### config.mk
export PLATFORM = sky130hd
export DESIGN_NAME = branch_unit_top
export DESIGN_NICKNAME = d
export VERILOG_FILES = /design/src/rtl/bru_cfg_pkg.sv /design/src/rtl/bru_types_pkg.sv /design/src/rtl/binfo.sv /design/src/rtl/pack_tracker.sv /design/src/rtl/branch_resolver.sv /design/src/rtl/branch_unit_top.sv
export SDC_FILE = /design/constraint.sdc
export NUM_CORES = 1
export LEC_CHECK = 0
export BUFFER_PORTS_ARGS = -buffer_cell sky130_fd_sc_hd__buf_2
export CORE_MARGIN = 2
export CORE_UTILIZATION = 55
export DETAILED_ROUTE_END_ITERATION = 12
export PLACE_DENSITY_LB_ADDON = 0.2
export SYNTH_ARGS = -nofsm -noshare
export SYNTH_HDL_FRONTEND = slang
export SYNTH_SLANG_ARGS = --single-unit
export TNS_END_PERCENT = 10
### constraint.sdc
create_clock -name cpu_clock_i -period 12.2 [get_ports cpu_clock_i]
set_input_delay 0.61 -clock cpu_clock_i [delete_from_list [all_inputs] [get_ports cpu_clock_i]]
set_output_delay 0.61 -clock cpu_clock_i [all_outputs]
set_load 0.02 [all_outputs]
### src/rtl/bru_cfg_pkg.sv
/*
 * Sizes and widths shared by the branch unit.
 * The pack tracker, the branch-information store and the top level take these
 * so that every pack id and occupancy count agree on one width.
 */

package bru_cfg_pkg;

    // Number of branch packs that may be in flight between rename and resolve
    localparam int PACK_COUNT = 16;

    // Width of a pack id that indexes the tracker and the information store
    localparam int PACK_ID_BITS = 4;

    // The occupancy count needs one more bit to tell a full tracker from an empty one
    localparam int PACK_CNT_BITS = PACK_ID_BITS + 1;

endpackage

### src/rtl/bru_types_pkg.sv
/*
 * Branch-type encoding and bimodal counter type of the branch unit.
 * The store keeps both fields per pack and the resolver decodes them
 * to rebuild the prediction made at fetch.
 */

package bru_types_pkg;

    // Branch kind as classified by the decoder
    // Only conditional branches consult the bimodal counter
    typedef enum logic [1:0] {
        BT_COND = 2'b00,
        BT_JUMP = 2'b01,
        BT_CALL = 2'b10,
        BT_RET  = 2'b11
    } btype_t;

    // Two-bit saturating counter of the bimodal predictor
    // The encoding is ordered so that an increment moves toward taken
    typedef enum logic [1:0] {
        BM_STRONG_NT = 2'b00,
        BM_WEAK_NT   = 2'b01,
        BM_WEAK_T    = 2'b10,
        BM_STRONG_T  = 2'b11
    } bm_ctr_t;

    // The upper counter bit alone gives the predicted direction
    localparam int BM_TAKEN_BIT = 1;

endpackage

### src/rtl/binfo.sv
/*
 * Branch-information store holding the fetch-time prediction of every pack.
 * Rename writes a record at the freshly allocated pack id and the resolver
 * reads it back asynchronously when execute resolves that pack.
 */
`timescale 1ns/1ns

module binfo #(
    parameter int ENABLE_C_EXTENSION = 1,
    localparam int PC_BITS = ENABLE_C_EXTENSION == 1 ? 31 : 30,
    localparam int IDX_BITS = ENABLE_C_EXTENSION == 1 ? 2 : 1
) (
    input  logic                                   cpu_clock_i,

    input  logic                                   wr_en_i,
    input  logic [bru_cfg_pkg::PACK_ID_BITS-1:0]   wr_pack_i,
    input  logic [PC_BITS-1:0]                     wr_pc_i,
    input  bru_types_pkg::bm_ctr_t                 wr_bm_pred_i,
    input  bru_types_pkg::btype_t                  wr_btype_i,
    input  logic                                   wr_btb_vld_i,
    input  logic [PC_BITS-1:0]                     wr_btb_target_i,
    input  logic                                   wr_btb_way_i,
    input  logic [IDX_BITS-1:0]                    wr_btb_idx_i,

    input  logic [bru_cfg_pkg::PACK_ID_BITS-1:0]   rd_pack_i,
    output logic [PC_BITS-1:0]                     rd_pc_o,
    output bru_types_pkg::bm_ctr_t                 rd_bm_pred_o,
    output bru_types_pkg::btype_t                  rd_btype_o,
    output logic                                   rd_btb_vld_o,
    output logic [PC_BITS-1:0]                     rd_btb_target_o,
    output logic                                   rd_btb_way_o,
    output logic [IDX_BITS-1:0]                    rd_btb_idx_o
);
    import bru_cfg_pkg::*;
    import bru_types_pkg::*;

    // One array per field keeps the enum types intact on the way through
    logic [PC_BITS-1:0]  pc_mem         [PACK_COUNT];
    bm_ctr_t             bm_pred_mem    [PACK_COUNT];
    btype_t              btype_mem      [PACK_COUNT];
    logic                btb_vld_mem    [PACK_COUNT];
    logic [PC_BITS-1:0]  btb_target_mem [PACK_COUNT];
    logic                btb_way_mem    [PACK_COUNT];
    logic [IDX_BITS-1:0] btb_idx_mem    [PACK_COUNT]; 

    // The whole record lands on the allocation edge
    always_ff @(posedge cpu_clock_i) begin
        if (wr_en_i) begin
            pc_mem[wr_pack_i]         <= wr_pc_i;
            bm_pred_mem[wr_pack_i]    <= wr_bm_pred_i;
            btype_mem[wr_pack_i]      <= wr_btype_i;
            btb_vld_mem[wr_pack_i]    <= wr_btb_vld_i;
            btb_target_mem[wr_pack_i] <= wr_btb_target_i;
            btb_way_mem[wr_pack_i]    <= wr_btb_way_i;
            btb_idx_mem[wr_pack_i]    <= wr_btb_idx_i;
        end
    end

    // Reads are combinational so the resolver sees the record in the resolve cycle
    assign rd_pc_o         = pc_mem[rd_pack_i];
    assign rd_bm_pred_o    = bm_pred_mem[rd_pack_i];
    assign rd_btype_o      = btype_mem[rd_pack_i];
    assign rd_btb_vld_o    = btb_vld_mem[rd_pack_i];
    assign rd_btb_target_o = btb_target_mem[rd_pack_i];
    assign rd_btb_way_o    = btb_way_mem[rd_pack_i];
    assign rd_btb_idx_o    = btb_idx_mem[rd_pack_i];

endmodule

### src/rtl/pack_tracker.sv
/*
 * In-order allocator of branch pack ids.
 * Rename takes the id at the tail, resolution frees the head, and a
 * mispredict pulls the tail back to just past the mispredicted pack.
 */
`timescale 1ns/1ns

module pack_tracker (
    input  logic                                   cpu_clock_i,
    input  logic                                   rst_n_i,

    input  logic                                   alloc_valid_i,
    output logic                                   alloc_ready_o,
    output logic [bru_cfg_pkg::PACK_ID_BITS-1:0]   alloc_pack_o,
    output logic                                   wr_en_o,

    input  logic                                   release_i,
    input  logic                                   flush_i,
    input  logic [bru_cfg_pkg::PACK_ID_BITS-1:0]   flush_pack_i
);
    import bru_cfg_pkg::*;

    logic [PACK_ID_BITS-1:0]  head_q;
    logic [PACK_ID_BITS-1:0]  tail_q;
    logic [PACK_CNT_BITS-1:0] count_q;
    logic [PACK_ID_BITS-1:0]  head_nxt;
    logic [PACK_ID_BITS-1:0]  tail_nxt;
    logic                     full;
    logic                     do_release;

    assign full = (count_q == PACK_CNT_BITS'(PACK_COUNT));

    // No new pack is handed out while the younger ones are being dropped
    assign alloc_ready_o = !full && !flush_i;
    assign alloc_pack_o  = tail_q;
    assign wr_en_o       = alloc_valid_i && alloc_ready_o;

    // A release on an empty tracker is ignored so the count cannot underflow
    assign do_release = release_i && (count_q != '0);

    assign head_nxt = do_release ? head_q + 1'b1 : head_q;

    // On a flush the pack after the mispredicted one becomes the next to allocate
    always_comb begin
        if (flush_i) begin
            tail_nxt = flush_pack_i + 1'b1;
        end else if (wr_en_o) begin
            tail_nxt = tail_q + 1'b1;
        end else begin
            tail_nxt = tail_q;
        end
    end

    always_ff @(posedge cpu_clock_i) begin
        if (!rst_n_i) begin
            head_q  <= '0;
            tail_q  <= '0;
            count_q <= '0;
        end else begin
            head_q <= head_nxt;
            tail_q <= tail_nxt;
            // After a flush the distance between the new pointers is the new count
            if (flush_i) begin
                count_q <= {1'b0, tail_nxt - head_nxt};
            end else begin
                count_q <= count_q + PACK_CNT_BITS'(wr_en_o) - PACK_CNT_BITS'(do_release);
            end
        end
    end

endmodule

### src/rtl/branch_resolver.sv
/*
 * Branch resolver comparing the executed outcome with the stored prediction.
 * It reads the information store at the resolved pack id and registers the
 * redirect, the bimodal counter update and the BTB update one cycle later.
 */
`timescale 1ns/1ns

module branch_resolver #(
    parameter int ENABLE_C_EXTENSION = 1,
    localparam int PC_BITS = ENABLE_C_EXTENSION == 1 ? 31 : 30,
    localparam int IDX_BITS = ENABLE_C_EXTENSION == 1 ? 2 : 1
) (
    input  logic                                   cpu_clock_i,
    input  logic                                   rst_n_i,

    input  logic                                   res_valid_i,
    input  logic [bru_cfg_pkg::PACK_ID_BITS-1:0]   res_pack_i,
    input  logic                                   res_taken_i,
    input  logic [PC_BITS-1:0]                     res_target_i,
    input  logic [PC_BITS-1:0]                     res_fallthrough_i,

    output logic [bru_cfg_pkg::PACK_ID_BITS-1:0]   rd_pack_o,
    input  logic [PC_BITS-1:0]                     rd_pc_i,
    input  bru_types_pkg::bm_ctr_t                 rd_bm_pred_i,
    input  bru_types_pkg::btype_t                  rd_btype_i,
    input  logic                                   rd_btb_vld_i,
    input  logic [PC_BITS-1:0]                     rd_btb_target_i,
    input  logic                                   rd_btb_way_i,
    input  logic [IDX_BITS-1:0]                    rd_btb_idx_i,

    output logic                                   redirect_valid_o,
    output logic [PC_BITS-1:0]                     redirect_pc_o,

    output logic                                   bm_upd_valid_o,
    output logic [PC_BITS-1:0]                     bm_upd_pc_o,
    output bru_types_pkg::bm_ctr_t                 bm_upd_ctr_o,

    output logic                                   btb_upd_valid_o,
    output logic [PC_BITS-1:0]                     btb_upd_pc_o,
    output logic [PC_BITS-1:0]                     btb_upd_target_o,
    output bru_types_pkg::btype_t                  btb_upd_btype_o,
    output logic                                   btb_upd_way_o,
    output logic [IDX_BITS-1:0]                    btb_upd_idx_o,

    output logic [bru_cfg_pkg::PACK_ID_BITS-1:0]   flush_pack_o
);
    import bru_types_pkg::*;

    logic    pred_taken;
    logic    target_wrong;
    logic    mispredict;
    logic    is_cond;
    logic    btb_fix;
    bm_ctr_t next_ctr;

    // The store is looked up at the pack that execute is resolving right now
    assign rd_pack_o = res_pack_i;

    assign is_cond = (rd_btype_i == BT_COND);

    // Fetch only followed a branch that hit in the BTB
    // Conditional ones were further steered by the counter direction bit
    assign pred_taken = rd_btb_vld_i && (!is_cond || rd_bm_pred_i[BM_TAKEN_BIT]);

    assign target_wrong = (rd_btb_target_i != res_target_i);

    // Wrong direction, or right direction but fetch went to the wrong place
    assign mispredict = (pred_taken != res_taken_i) ||
                        (pred_taken && res_taken_i && target_wrong);

    // Taken branches teach the BTB when it missed or pointed elsewhere
    assign btb_fix = res_taken_i && (!rd_btb_vld_i || target_wrong);

    // Saturating step of the bimodal counter toward the resolved direction
    always_comb begin
        if (res_taken_i) begin
            next_ctr = (rd_bm_pred_i == BM_STRONG_T) ? BM_STRONG_T
                                                     : bm_ctr_t'(rd_bm_pred_i + 2'd1);
        end else begin
            next_ctr = (rd_bm_pred_i == BM_STRONG_NT) ? BM_STRONG_NT
                                                      : bm_ctr_t'(rd_bm_pred_i - 2'd1);
        end
    end

    // Result strobes last exactly one cycle after each resolution
    always_ff @(posedge cpu_clock_i) begin
        if (!rst_n_i) begin
            redirect_valid_o <= 1'b0;
            bm_upd_valid_o   <= 1'b0;
            btb_upd_valid_o  <= 1'b0;
        end else begin
            redirect_valid_o <= res_valid_i && mispredict;
            bm_upd_valid_o   <= res_valid_i && is_cond;
            btb_upd_valid_o  <= res_valid_i && btb_fix;
        end
    end

    // Payload is captured on every resolution and qualified by the strobes above
    always_ff @(posedge cpu_clock_i) begin
        if (res_valid_i) begin
            redirect_pc_o    <= res_taken_i ? res_target_i : res_fallthrough_i;
            bm_upd_pc_o      <= rd_pc_i;
            bm_upd_ctr_o     <= next_ctr;
            btb_upd_pc_o     <= rd_pc_i;
            btb_upd_target_o <= res_target_i;
            btb_upd_btype_o  <= rd_btype_i;
            btb_upd_way_o    <= rd_btb_way_i;
            btb_upd_idx_o    <= rd_btb_idx_i;
        end
    end

    // The tracker needs the mispredicted id in the cycle the redirect is raised
    always_ff @(posedge cpu_clock_i) begin
        if (res_valid_i && mispredict) begin
            flush_pack_o <= res_pack_i;
        end
    end

endmodule

### src/rtl/branch_unit_top.sv
/*
 * Branch-information side of the branch unit.
 * Rename allocates a pack and stores its prediction, execute resolves the pack
 * and the unit returns redirect, bimodal and BTB updates one cycle later.
 */
`timescale 1ns/1ns

module branch_unit_top #(
    parameter int ENABLE_C_EXTENSION = 1,
    localparam int PC_BITS = ENABLE_C_EXTENSION == 1 ? 31 : 30,
    localparam int IDX_BITS = ENABLE_C_EXTENSION == 1 ? 2 : 1
) (
    input  logic                                   cpu_clock_i,
    input  logic                                   rst_n_i,

    // Allocation from rename
    input  logic                                   alloc_valid_i,
    output logic                                   alloc_ready_o,
    output logic [bru_cfg_pkg::PACK_ID_BITS-1:0]   alloc_pack_o,
    input  logic [PC_BITS-1:0]                     rn_pc_i,
    input  bru_types_pkg::bm_ctr_t                 rn_bm_pred_i,
    input  bru_types_pkg::btype_t                  rn_btype_i,
    input  logic                                   rn_btb_vld_i,
    input  logic [PC_BITS-1:0]                     rn_btb_target_i,
    input  logic                                   rn_btb_way_i,
    input  logic [IDX_BITS-1:0]                    rn_btb_idx_i,

    // Resolution from execute
    input  logic                                   res_valid_i,
    input  logic [bru_cfg_pkg::PACK_ID_BITS-1:0]   res_pack_i,
    input  logic                                   res_taken_i,
    input  logic [PC_BITS-1:0]                     res_target_i,
    input  logic [PC_BITS-1:0]                     res_fallthrough_i,

    // Results toward fetch, the bimodal table and the BTB
    output logic                                   redirect_valid_o,
    output logic [PC_BITS-1:0]                     redirect_pc_o,
    output logic                                   bm_upd_valid_o,
    output logic [PC_BITS-1:0]                     bm_upd_pc_o,
    output bru_types_pkg::bm_ctr_t                 bm_upd_ctr_o,
    output logic                                   btb_upd_valid_o,
    output logic [PC_BITS-1:0]                     btb_upd_pc_o,
    output logic [PC_BITS-1:0]                     btb_upd_target_o,
    output bru_types_pkg::btype_t                  btb_upd_btype_o,
    output logic                                   btb_upd_way_o,
    output logic [IDX_BITS-1:0]                    btb_upd_idx_o
);
    import bru_cfg_pkg::*;
    import bru_types_pkg::*;

    logic                    wr_en;
    logic [PACK_ID_BITS-1:0] rd_pack;
    logic [PACK_ID_BITS-1:0] flush_pack;
    logic [PC_BITS-1:0]      rd_pc;
    bm_ctr_t                 rd_bm_pred;
    btype_t                  rd_btype;
    logic                    rd_btb_vld;
    logic [PC_BITS-1:0]      rd_btb_target;
    logic                    rd_btb_way;
    logic [IDX_BITS-1:0]     rd_btb_idx;

    // Each resolution frees the oldest pack and a redirect flushes the younger ones
    pack_tracker u_tracker (
        .cpu_clock_i   (cpu_clock_i),
        .rst_n_i       (rst_n_i),
        .alloc_valid_i (alloc_valid_i),
        .alloc_ready_o (alloc_ready_o),
        .alloc_pack_o  (alloc_pack_o),
        .wr_en_o       (wr_en),
        .release_i     (res_valid_i),
        .flush_i       (redirect_valid_o),
        .flush_pack_i  (flush_pack)
    );

    binfo #(.ENABLE_C_EXTENSION(ENABLE_C_EXTENSION)) u_binfo (
        .cpu_clock_i     (cpu_clock_i),
        .wr_en_i         (wr_en),
        .wr_pack_i       (alloc_pack_o),
        .wr_pc_i         (rn_pc_i),
        .wr_bm_pred_i    (rn_bm_pred_i),
        .wr_btype_i      (rn_btype_i),
        .wr_btb_vld_i    (rn_btb_vld_i),
        .wr_btb_target_i (rn_btb_target_i),
        .wr_btb_way_i    (rn_btb_way_i),
        .wr_btb_idx_i    (rn_btb_idx_i),
        .rd_pack_i       (rd_pack),
        .rd_pc_o         (rd_pc),
        .rd_bm_pred_o    (rd_bm_pred),
        .rd_btype_o      (rd_btype),
        .rd_btb_vld_o    (rd_btb_vld),
        .rd_btb_target_o (rd_btb_target),
        .rd_btb_way_o    (rd_btb_way),
        .rd_btb_idx_o    (rd_btb_idx)
    );

    branch_resolver #(.ENABLE_C_EXTENSION(ENABLE_C_EXTENSION)) u_resolver (
        .cpu_clock_i       (cpu_clock_i),
        .rst_n_i           (rst_n_i),
        .res_valid_i       (res_valid_i),
        .res_pack_i        (res_pack_i),
        .res_taken_i       (res_taken_i),
        .res_target_i      (res_target_i),
        .res_fallthrough_i (res_fallthrough_i),
        .rd_pack_o         (rd_pack),
        .rd_pc_i           (rd_pc),
        .rd_bm_pred_i      (rd_bm_pred),
        .rd_btype_i        (rd_btype),
        .rd_btb_vld_i      (rd_btb_vld),
        .rd_btb_target_i   (rd_btb_target),
        .rd_btb_way_i      (rd_btb_way),
        .rd_btb_idx_i      (rd_btb_idx),
        .redirect_valid_o  (redirect_valid_o),
        .redirect_pc_o     (redirect_pc_o),
        .bm_upd_valid_o    (bm_upd_valid_o),
        .bm_upd_pc_o       (bm_upd_pc_o),
        .bm_upd_ctr_o      (bm_upd_ctr_o),
        .btb_upd_valid_o   (btb_upd_valid_o),
        .btb_upd_pc_o      (btb_upd_pc_o),
        .btb_upd_target_o  (btb_upd_target_o),
        .btb_upd_btype_o   (btb_upd_btype_o),
        .btb_upd_way_o     (btb_upd_way_o),
        .btb_upd_idx_o     (btb_upd_idx_o),
        .flush_pack_o      (flush_pack)
    );

endmodule

==> results of run 1 <==
## kinds of logic (layout without fill, tap and decap cells)
logic type	count (synthesis)	count (layout)	synth area share, %
buffers and inverters	146	567	1.68
muxes	422	422	16.1
AOI/OAI and AO/OA	95	95	1.49
other	0	7	0
adders and majority gates	20	20	0.544
DFF	1240	1240	77.5
and+or+nand+nor	129	129	1.40
xor gates and xnor gates	73	73	1.34
## placed cells by master, fill, tap and decap left out, drive strengths merged, types with 16 or more instances in the layout
master / count
edfxtp: 1224
nor2: 23
clkinv: 59
xnor2: 34
mux2i: 98
nand2: 33
dfxtp: 16
mux4: 271
inv: 19
xor2: 39
buf: 326
a22oi: 16
mux2: 53
ha: 16
clkbuf: 150
## cell type report
cell class | count | area [µm²]
sequential | 1240 | 37100
fill | 5873 | 32200
multi-input combinational | 739 | 10100
clock buffer | 149 | 3150
timing repair buffer | 327 | 1810
tap | 1155 | 1450
clock inverter | 74 | 602
inverter | 17 | 65.1
antenna | 7 | 17.5
## flip-flops by register name, indices dropped and copies added, names as in the netlist
signal                       cells
u_binfo.btb_vld_mem             16
u_resolver.bm_upd_ctr_o          2
u_resolver.flush_pack_o          4
u_resolver.bm_upd_pc_o          31
u_tracker.count_q                5
u_binfo.btb_idx_mem             32
u_binfo.btype_mem               32
u_resolver.bm_upd_valid_o        1
u_resolver.btb_upd_valid_o       1
u_resolver.btb_upd_way_o         1
u_binfo.btb_target_mem         496
u_binfo.bm_pred_mem             32
u_resolver.redirect_valid_o      1
u_tracker.alloc_pack_o           4
u_binfo.btb_way_mem             16
u_resolver.redirect_pc_o        31
u_tracker.head_q                 4
u_resolver.btb_upd_idx_o         2
u_binfo.pc_mem                 496
u_resolver.btb_upd_target_o     31
u_resolver.btb_upd_btype_o       2
## final timing paths
| path | end |
|---|---|
| min reg2reg | u_tracker.head_q[3]$_SDFF_PN0_ |
| min | u_resolver.btb_upd_target_o[6]$_DFFE_PP_ |
| max reg2reg | u_binfo.pc_mem[8][4]$_DFFE_PP_ |
| max | u_resolver.flush_pack_o[0]$_DFFE_PP_ |
## critical path, cell delays in order
cell and delay (ns):
buf_8 0.36, buf_12 0.59, buf_4 0.89, mux4_2 0.61, mux2i_1 0.21, xor2_1 0.16
o211ai_1 0.11, o31ai_1 0.13, nand4_1 0.19, o41ai_2 0.60, nor2b_1 0.20
## metal layers
layer  global-route usage (%)  part of all wire (%)  vias to the layer above
li1                         -                     -                     9505
met5                        0                  0.12                        -
met2                     38.7                    49                      914
met3                     5.15                   7.8                      169
met4                     5.93                   2.0                       20
met1                     34.2                    41                    12100
## power breakdown
part / leakage (nW) / total, mW / internal, mW / switching [mW]
Clock: 1.83 / 3.55 / 2.03 / 1.52
Sequential: 11.3 / 4.89 / 4.85 / 0.0441
Combinational: 4.81 / 0.749 / 0.284 / 0.465
Total: 17.9 / 9.19 / 7.16 / 2.03
## per-stage QoR
step | hold slack [ns] | setup WS (ns) | power, mW
after floorplan | 0.509 | 5.26 | 5.46
after global placement | 0.523 | 6.88 | 5.71
after detailed placement | 0.542 | 6.89 | 5.74
after CTS | 0.124 | 7.58 | 9.26
after global routing | 0.138 | 7.30 | 9.49
final | 0.168 | 7.50 | 9.19
==> qor.csv, run 1 <==
stage;metric;value;unit
synthesis;Post-Synthesis Net Count;2284;
synthesis;Syn Area/Cell;22.5;µm²
detailed_routing;Via density;6.12;
hold_path;Hold Crit Class;input port to flip-flop;
clock_tree;cts repair resizes;0;
clock_tree;clk sinks;1240;
global_route;antenna violations before repair;18;
synthesis;Yosys warnings;0;
sta;RSZ-0062 raised after global routing;no;
pwr;PD cells;169;nW/µm²
placement;PortBufs;279;
synthesis;post-synthesis cell count;2125;
layout;Nets;2604;
setup_path;R2R depth;7;
pwr;Leak Pwr;17.9;nW
pwr;worst vdd ir;127;µV
synthesis;Yosys reg bits;1240;
clock_tree;CTS tree;built;
global_route;All-Layer GR Usage;24.0;%
floorplanning;I/O Pins;280;
setup_path;startpoint types;input port;
placement;dpl hpwl;57.3;mm
setup_path;CP endpoint kind;flip-flop;
synthesis;top cells by count, synth;1,224 x edfxtp_1, 268 x mux4_2, 98 x mux2i_1;
setup_path;critical path type;input port to flip-flop;
detailed_routing;Starting DRT DRC Count;2341;
detailed_routing;routed vias;22700;
floorplanning;FP Rows;108;
synthesis;Unique masters post-synth;64;
clock_tree;total CTS buffers;120;
clock_tree;Root Buffer;clkbuf_16;
synthesis;top cell type's share of synthesized area;76.8;%
clock_tree;clock slew at reported path FFs;0.06;ns
setup_path;reg2reg setup slack;8.28;ns
detailed_routing;Avg WL per Cell;28.8;µm
detailed_routing;post-route ant nets;0;
floorplanning;Starting Density;55.3;%
global_route;number of global-route vias before repair;23200;
layout;Area Overhead vs Synth;13.4;%
sta;Slew @ Worst Pin;1.28;ns
layout;final core utilization;62.7;%
job;Max-Cap Viols;0;
placement;routability cong.;0.822;
sta;Slew HR;14.5;%
hold_path;hold path startpoint;res_target_i[6];
global_route;gr ovfl total;0;
layout;share of cells above drive strength 1;32.5;%
setup_path;Worst Setup SP;res_pack_i[1];
synthesis;Synth area leaders;edfxtp_1 77%, mux4_2 13%, mux2i_1 2.0%;
detailed_routing;total wire length;107;mm
layout;design area;54300;µm²
synthesis;sequential-to-total area share from yosys stat;77.5;%
setup_path;reg2reg start;u_tracker.count_q[2]$_SDFF_PN0_;
setup_path;CP arrival;5.09;ns
floorplanning;Chip Height;299;µm
sta;Final Hold Viols;0;
hold_path;hold depth;1;
synthesis;most common cell in the synthesized netlist;edfxtp_1;
clock_tree;Setup Fix Bufs, Post-CTS;0;
clock_tree;CTS Buffer Depth;3;
floorplanning;Die Width;299;µm
clock_tree;Clk Latency, worst-skew pair;0.67;ns
placement;placed cell area;50500;µm²
clock_tree;post-cts hold buffer count;0;
layout;Final Non-Filler Cells;3708;
sta;endpoints failing setup;0;
synthesis;post-synth top area cell;edfxtp_1;
clock_tree;htree depth;3;
setup_path;CP required;12.59;ns
global_route;global-route wire length before repair;155;mm
sta;maximum clock rate;0.213;GHz
sta;fin. max-slew vios;0;
sta;clock skew;0.0211;ns
detailed_routing;# DRC;0;
global_route;largest net degree at the start of global routing;151;
floorplanning;Core Area;86500;µm²
outcome;status;complete, no violations;
synthesis;Post-Syn Area;47900;µm²
placement;placed cells;3478;
sta;crit path time final;4.70;ns
sta;setup tns final;0;ns
detailed_routing;first-pass iteration count of the detailed router;5;
synthesis;Synth Flop Type;edfxtp_1;
floorplanning;die area;89400;µm²
synthesis;ys async rst share;0;%
setup_path;Max FO, Critical Path;150;
synthesis;Post-synth EDFFs;1224;
sta;fin crit share;38.5;%
No activity file was read; power rests on OpenSTA's default activity.
==> run 2, diff against run 1 <==
==> constraint.sdc (replaced) <==
create_clock -name cpu_clock_i -period 4.6 [get_ports cpu_clock_i]
set_input_delay 0.23 -clock cpu_clock_i [delete_from_list [all_inputs] [get_ports cpu_clock_i]]
set_output_delay 0.23 -clock cpu_clock_i [all_outputs]
set_load 0.02 [all_outputs]
==> qor.csv, run 2 (same netlist as run 1, synthesis figures left out) <==
stage;metric;value;unit
layout;Area Overhead vs Synth;17.8;%
setup_path;startpoint types;flip-flop;
layout;share of cells above drive strength 1;31.9;%
global_route;antenna violations before repair;6;
global_route;All-Layer GR Usage;24.6;%
clock_tree;clk sinks;1240;
pwr;PD cells;441;nW/µm²
pwr;total internal power;19.3;mW
detailed_routing;first-pass iteration count of the detailed router;5;
clock_tree;CTS Buffer Depth;3;
placement;PortBufs;279;
floorplanning;die area;89400;µm²
global_route;global-route wire length before repair;159;mm
sta;fin. max-slew vios;0;
global_route;largest net degree at the start of global routing;71;
sta;post-route setup slack;1.33;ns
clock_tree;Setup Fix Bufs, Post-CTS;0;
setup_path;CP required;5.01;ns
sta;fin crit share;71.1;%
floorplanning;Starting Density;55.3;%
detailed_routing;post-route ant nets;0;
layout;most frequent cells in the layout;1,224 x edfxtp_1, 275 x buf_2, 268 x mux4_2;
setup_path;Max stage delay cell, worst path;o41ai_2;
placement;dpl hpwl;59.1;mm
layout;Largest regs;u_binfo.btb_target_mem x496, u_binfo.pc_mem x496;
sta;crit path time final;3.27;ns
setup_path;R2R depth;8;
floorplanning;Die Width;299;µm
clock_tree;post-cts hold buffer count;149;
floorplanning;FP Rows;108;
sta;clock skew;0.0430;ns
sta;Slew HR;29.8;%
pwr;clock share of power;39.2;%
setup_path;worst reg2reg path endpoint;u_resolver.flush_pack_o[0]$_DFFE_PP_;
clock_tree;Root Buffer;clkbuf_16;
detailed_routing;Via density;6.04;
placement;Setup WS pre-CTS;0.703;ns
hold_path;hold depth;5;
sta;Slew @ Worst Pin;1.05;ns
clock_tree;clock slew at reported path FFs;0.06;ns
pwr;Switching Share;22.4;%
floorplanning;I/O Pins;280;
clock_tree;total CTS buffers;121;
job;Max-Cap Viols;0;
detailed_routing;Starting DRT DRC Count;2177;
pwr;Switching Power;5.57;mW
outcome;status;complete, no violations;
detailed_routing;# DRC;0;
sta;maximum clock rate;0.306;GHz
sta;endpoints failing setup;0;
global_route;gr ovfl total;0;
clock_tree;Clk Latency, worst-skew pair;0.72;ns
setup_path;reg2reg setup slack;1.33;ns
hold_path;hold endpoint;u_tracker.head_q[2]$_SDFF_PN0_;
hold_path;hold path startpoint;res_valid_i;
layout;Nets;2775;
setup_path;CP endpoint kind;flip-flop;
placement;routability cong.;0.781;
hold_path;Hold Crit Class;input port to flip-flop;
detailed_routing;Avg WL per Cell;28.1;µm
clock_tree;htree depth;3;
pwr;Comb pwr share;8.6;%
clock_tree;cts repair resizes;0;
detailed_routing;total wire length;109;mm
setup_path;critical path type;flip-flop to flip-flop;
sta;hold_ws;0.187;ns
floorplanning;Chip Height;299;µm
setup_path;Max FO, Critical Path;4;
setup_path;reg2reg start;u_binfo.btb_target_mem[8][28]$_DFFE_PP_;
pwr;register share of total power;52.3;%
setup_path;CP arrival;3.68;ns
floorplanning;Core Area;86500;µm²
detailed_routing;routed vias;23400;
global_route;number of global-route vias before repair;23800;
setup_path;cell chain of the critical path;mux4_1 -> xor2_1 -> nor4_2 -> o21ai_1 -> a2111oi_2 -> o2111ai_1 -> o41ai_2 -> nor2b_1;
pwr;worst vdd ir;448;µV
clock_tree;CTS tree;built;
setup_path;Critical Path Max Stage Delay;0.58;ns
layout;commonest non-fill, non-tap cell in the layout;edfxtp_1;
pwr;Leak Pwr;18.7;nW
sta;RSZ-0062 raised after global routing;no;
sta;Final Hold Viols;0;
-- run 2: worst max-delay path by stage --
stage                                            start                                    to  slack [ns]  cells after the start
5_1_grt                                  res_pack_i[0]  u_resolver.flush_pack_o[3]$_DFFE_PP_        1.19                      9
4_1_cts        u_binfo.btb_target_mem[8][28]$_DFFE_PP_  u_resolver.flush_pack_o[0]$_DFFE_PP_        1.29                      8
3_3_place_gp                             res_pack_i[0]  u_resolver.flush_pack_o[0]$_DFFE_PP_        0.69                      9
3_5_place_dp                             res_pack_i[0]  u_resolver.flush_pack_o[0]$_DFFE_PP_        0.70                      9
6_report       u_binfo.btb_target_mem[8][28]$_DFFE_PP_  u_resolver.flush_pack_o[0]$_DFFE_PP_        1.33                      8
2_1_floorplan          u_tracker.count_q[2]$_SDFF_PN0_  u_binfo.bm_pred_mem[15][0]$_DFFE_PP_       -0.46                      7
-- run 2: power groups by stage --
| stage | sequential (mW) | combinational [mW] | clock [mW] |
|---|---|---|---|
| floorplan | 13.3 | 1.15 | 0 |
| global placement | 13.2 | 1.98 | 0 |
| detailed placement | 13.2 | 2.03 | 0 |
| CTS | 13.0 | 2.15 | 9.89 |
| global route | 13.0 | 2.29 | 10.3 |
| finish | 13.0 | 2.13 | 9.73 |
-- run 2: layout make-up --
cell class              instances  area [µm²]
inverters                      17        65.1
clock buffers                 146        3130
flip-flops and latches       1240       37100
well taps                    1155        1450
fillers                      5656       30100
repair buffers                497        3700
clock inverters                82         836
multi-input cells             739       10100
diodes                          2        5.00
-- run 2: metal layers --
layer	track usage (%)	part of all wire (%)
met4	6.23	2.3
met1	35.8	42
met3	3.89	6.6
met5	0	0.036
met2	39.8	49
-- run 2: stage by stage --
step	std cells	total power [mW]	TNS [ns]	area, µm²	util [%]
floorplan	2125	14.5	-414.07	47900	-
global placement	3499	15.2	0	50900	58.9
finish	3878	24.8	0	56400	65.2
detailed placement	3499	15.2	0	50900	58.9
global route	3877	25.6	0	56400	65.2
CTS	3876	25.0	0	56400	65.2
-- run 2: critical path, delay by kind of cell, from the launching register on --
kind,cells,cell delay (ns)
AO/OA/AOI/OAI,4,1.48
flip-flops,1,0.37
multiplexers,1,0.51
AND/OR/NAND/NOR,2,0.43
XOR/XNOR,1,0.17
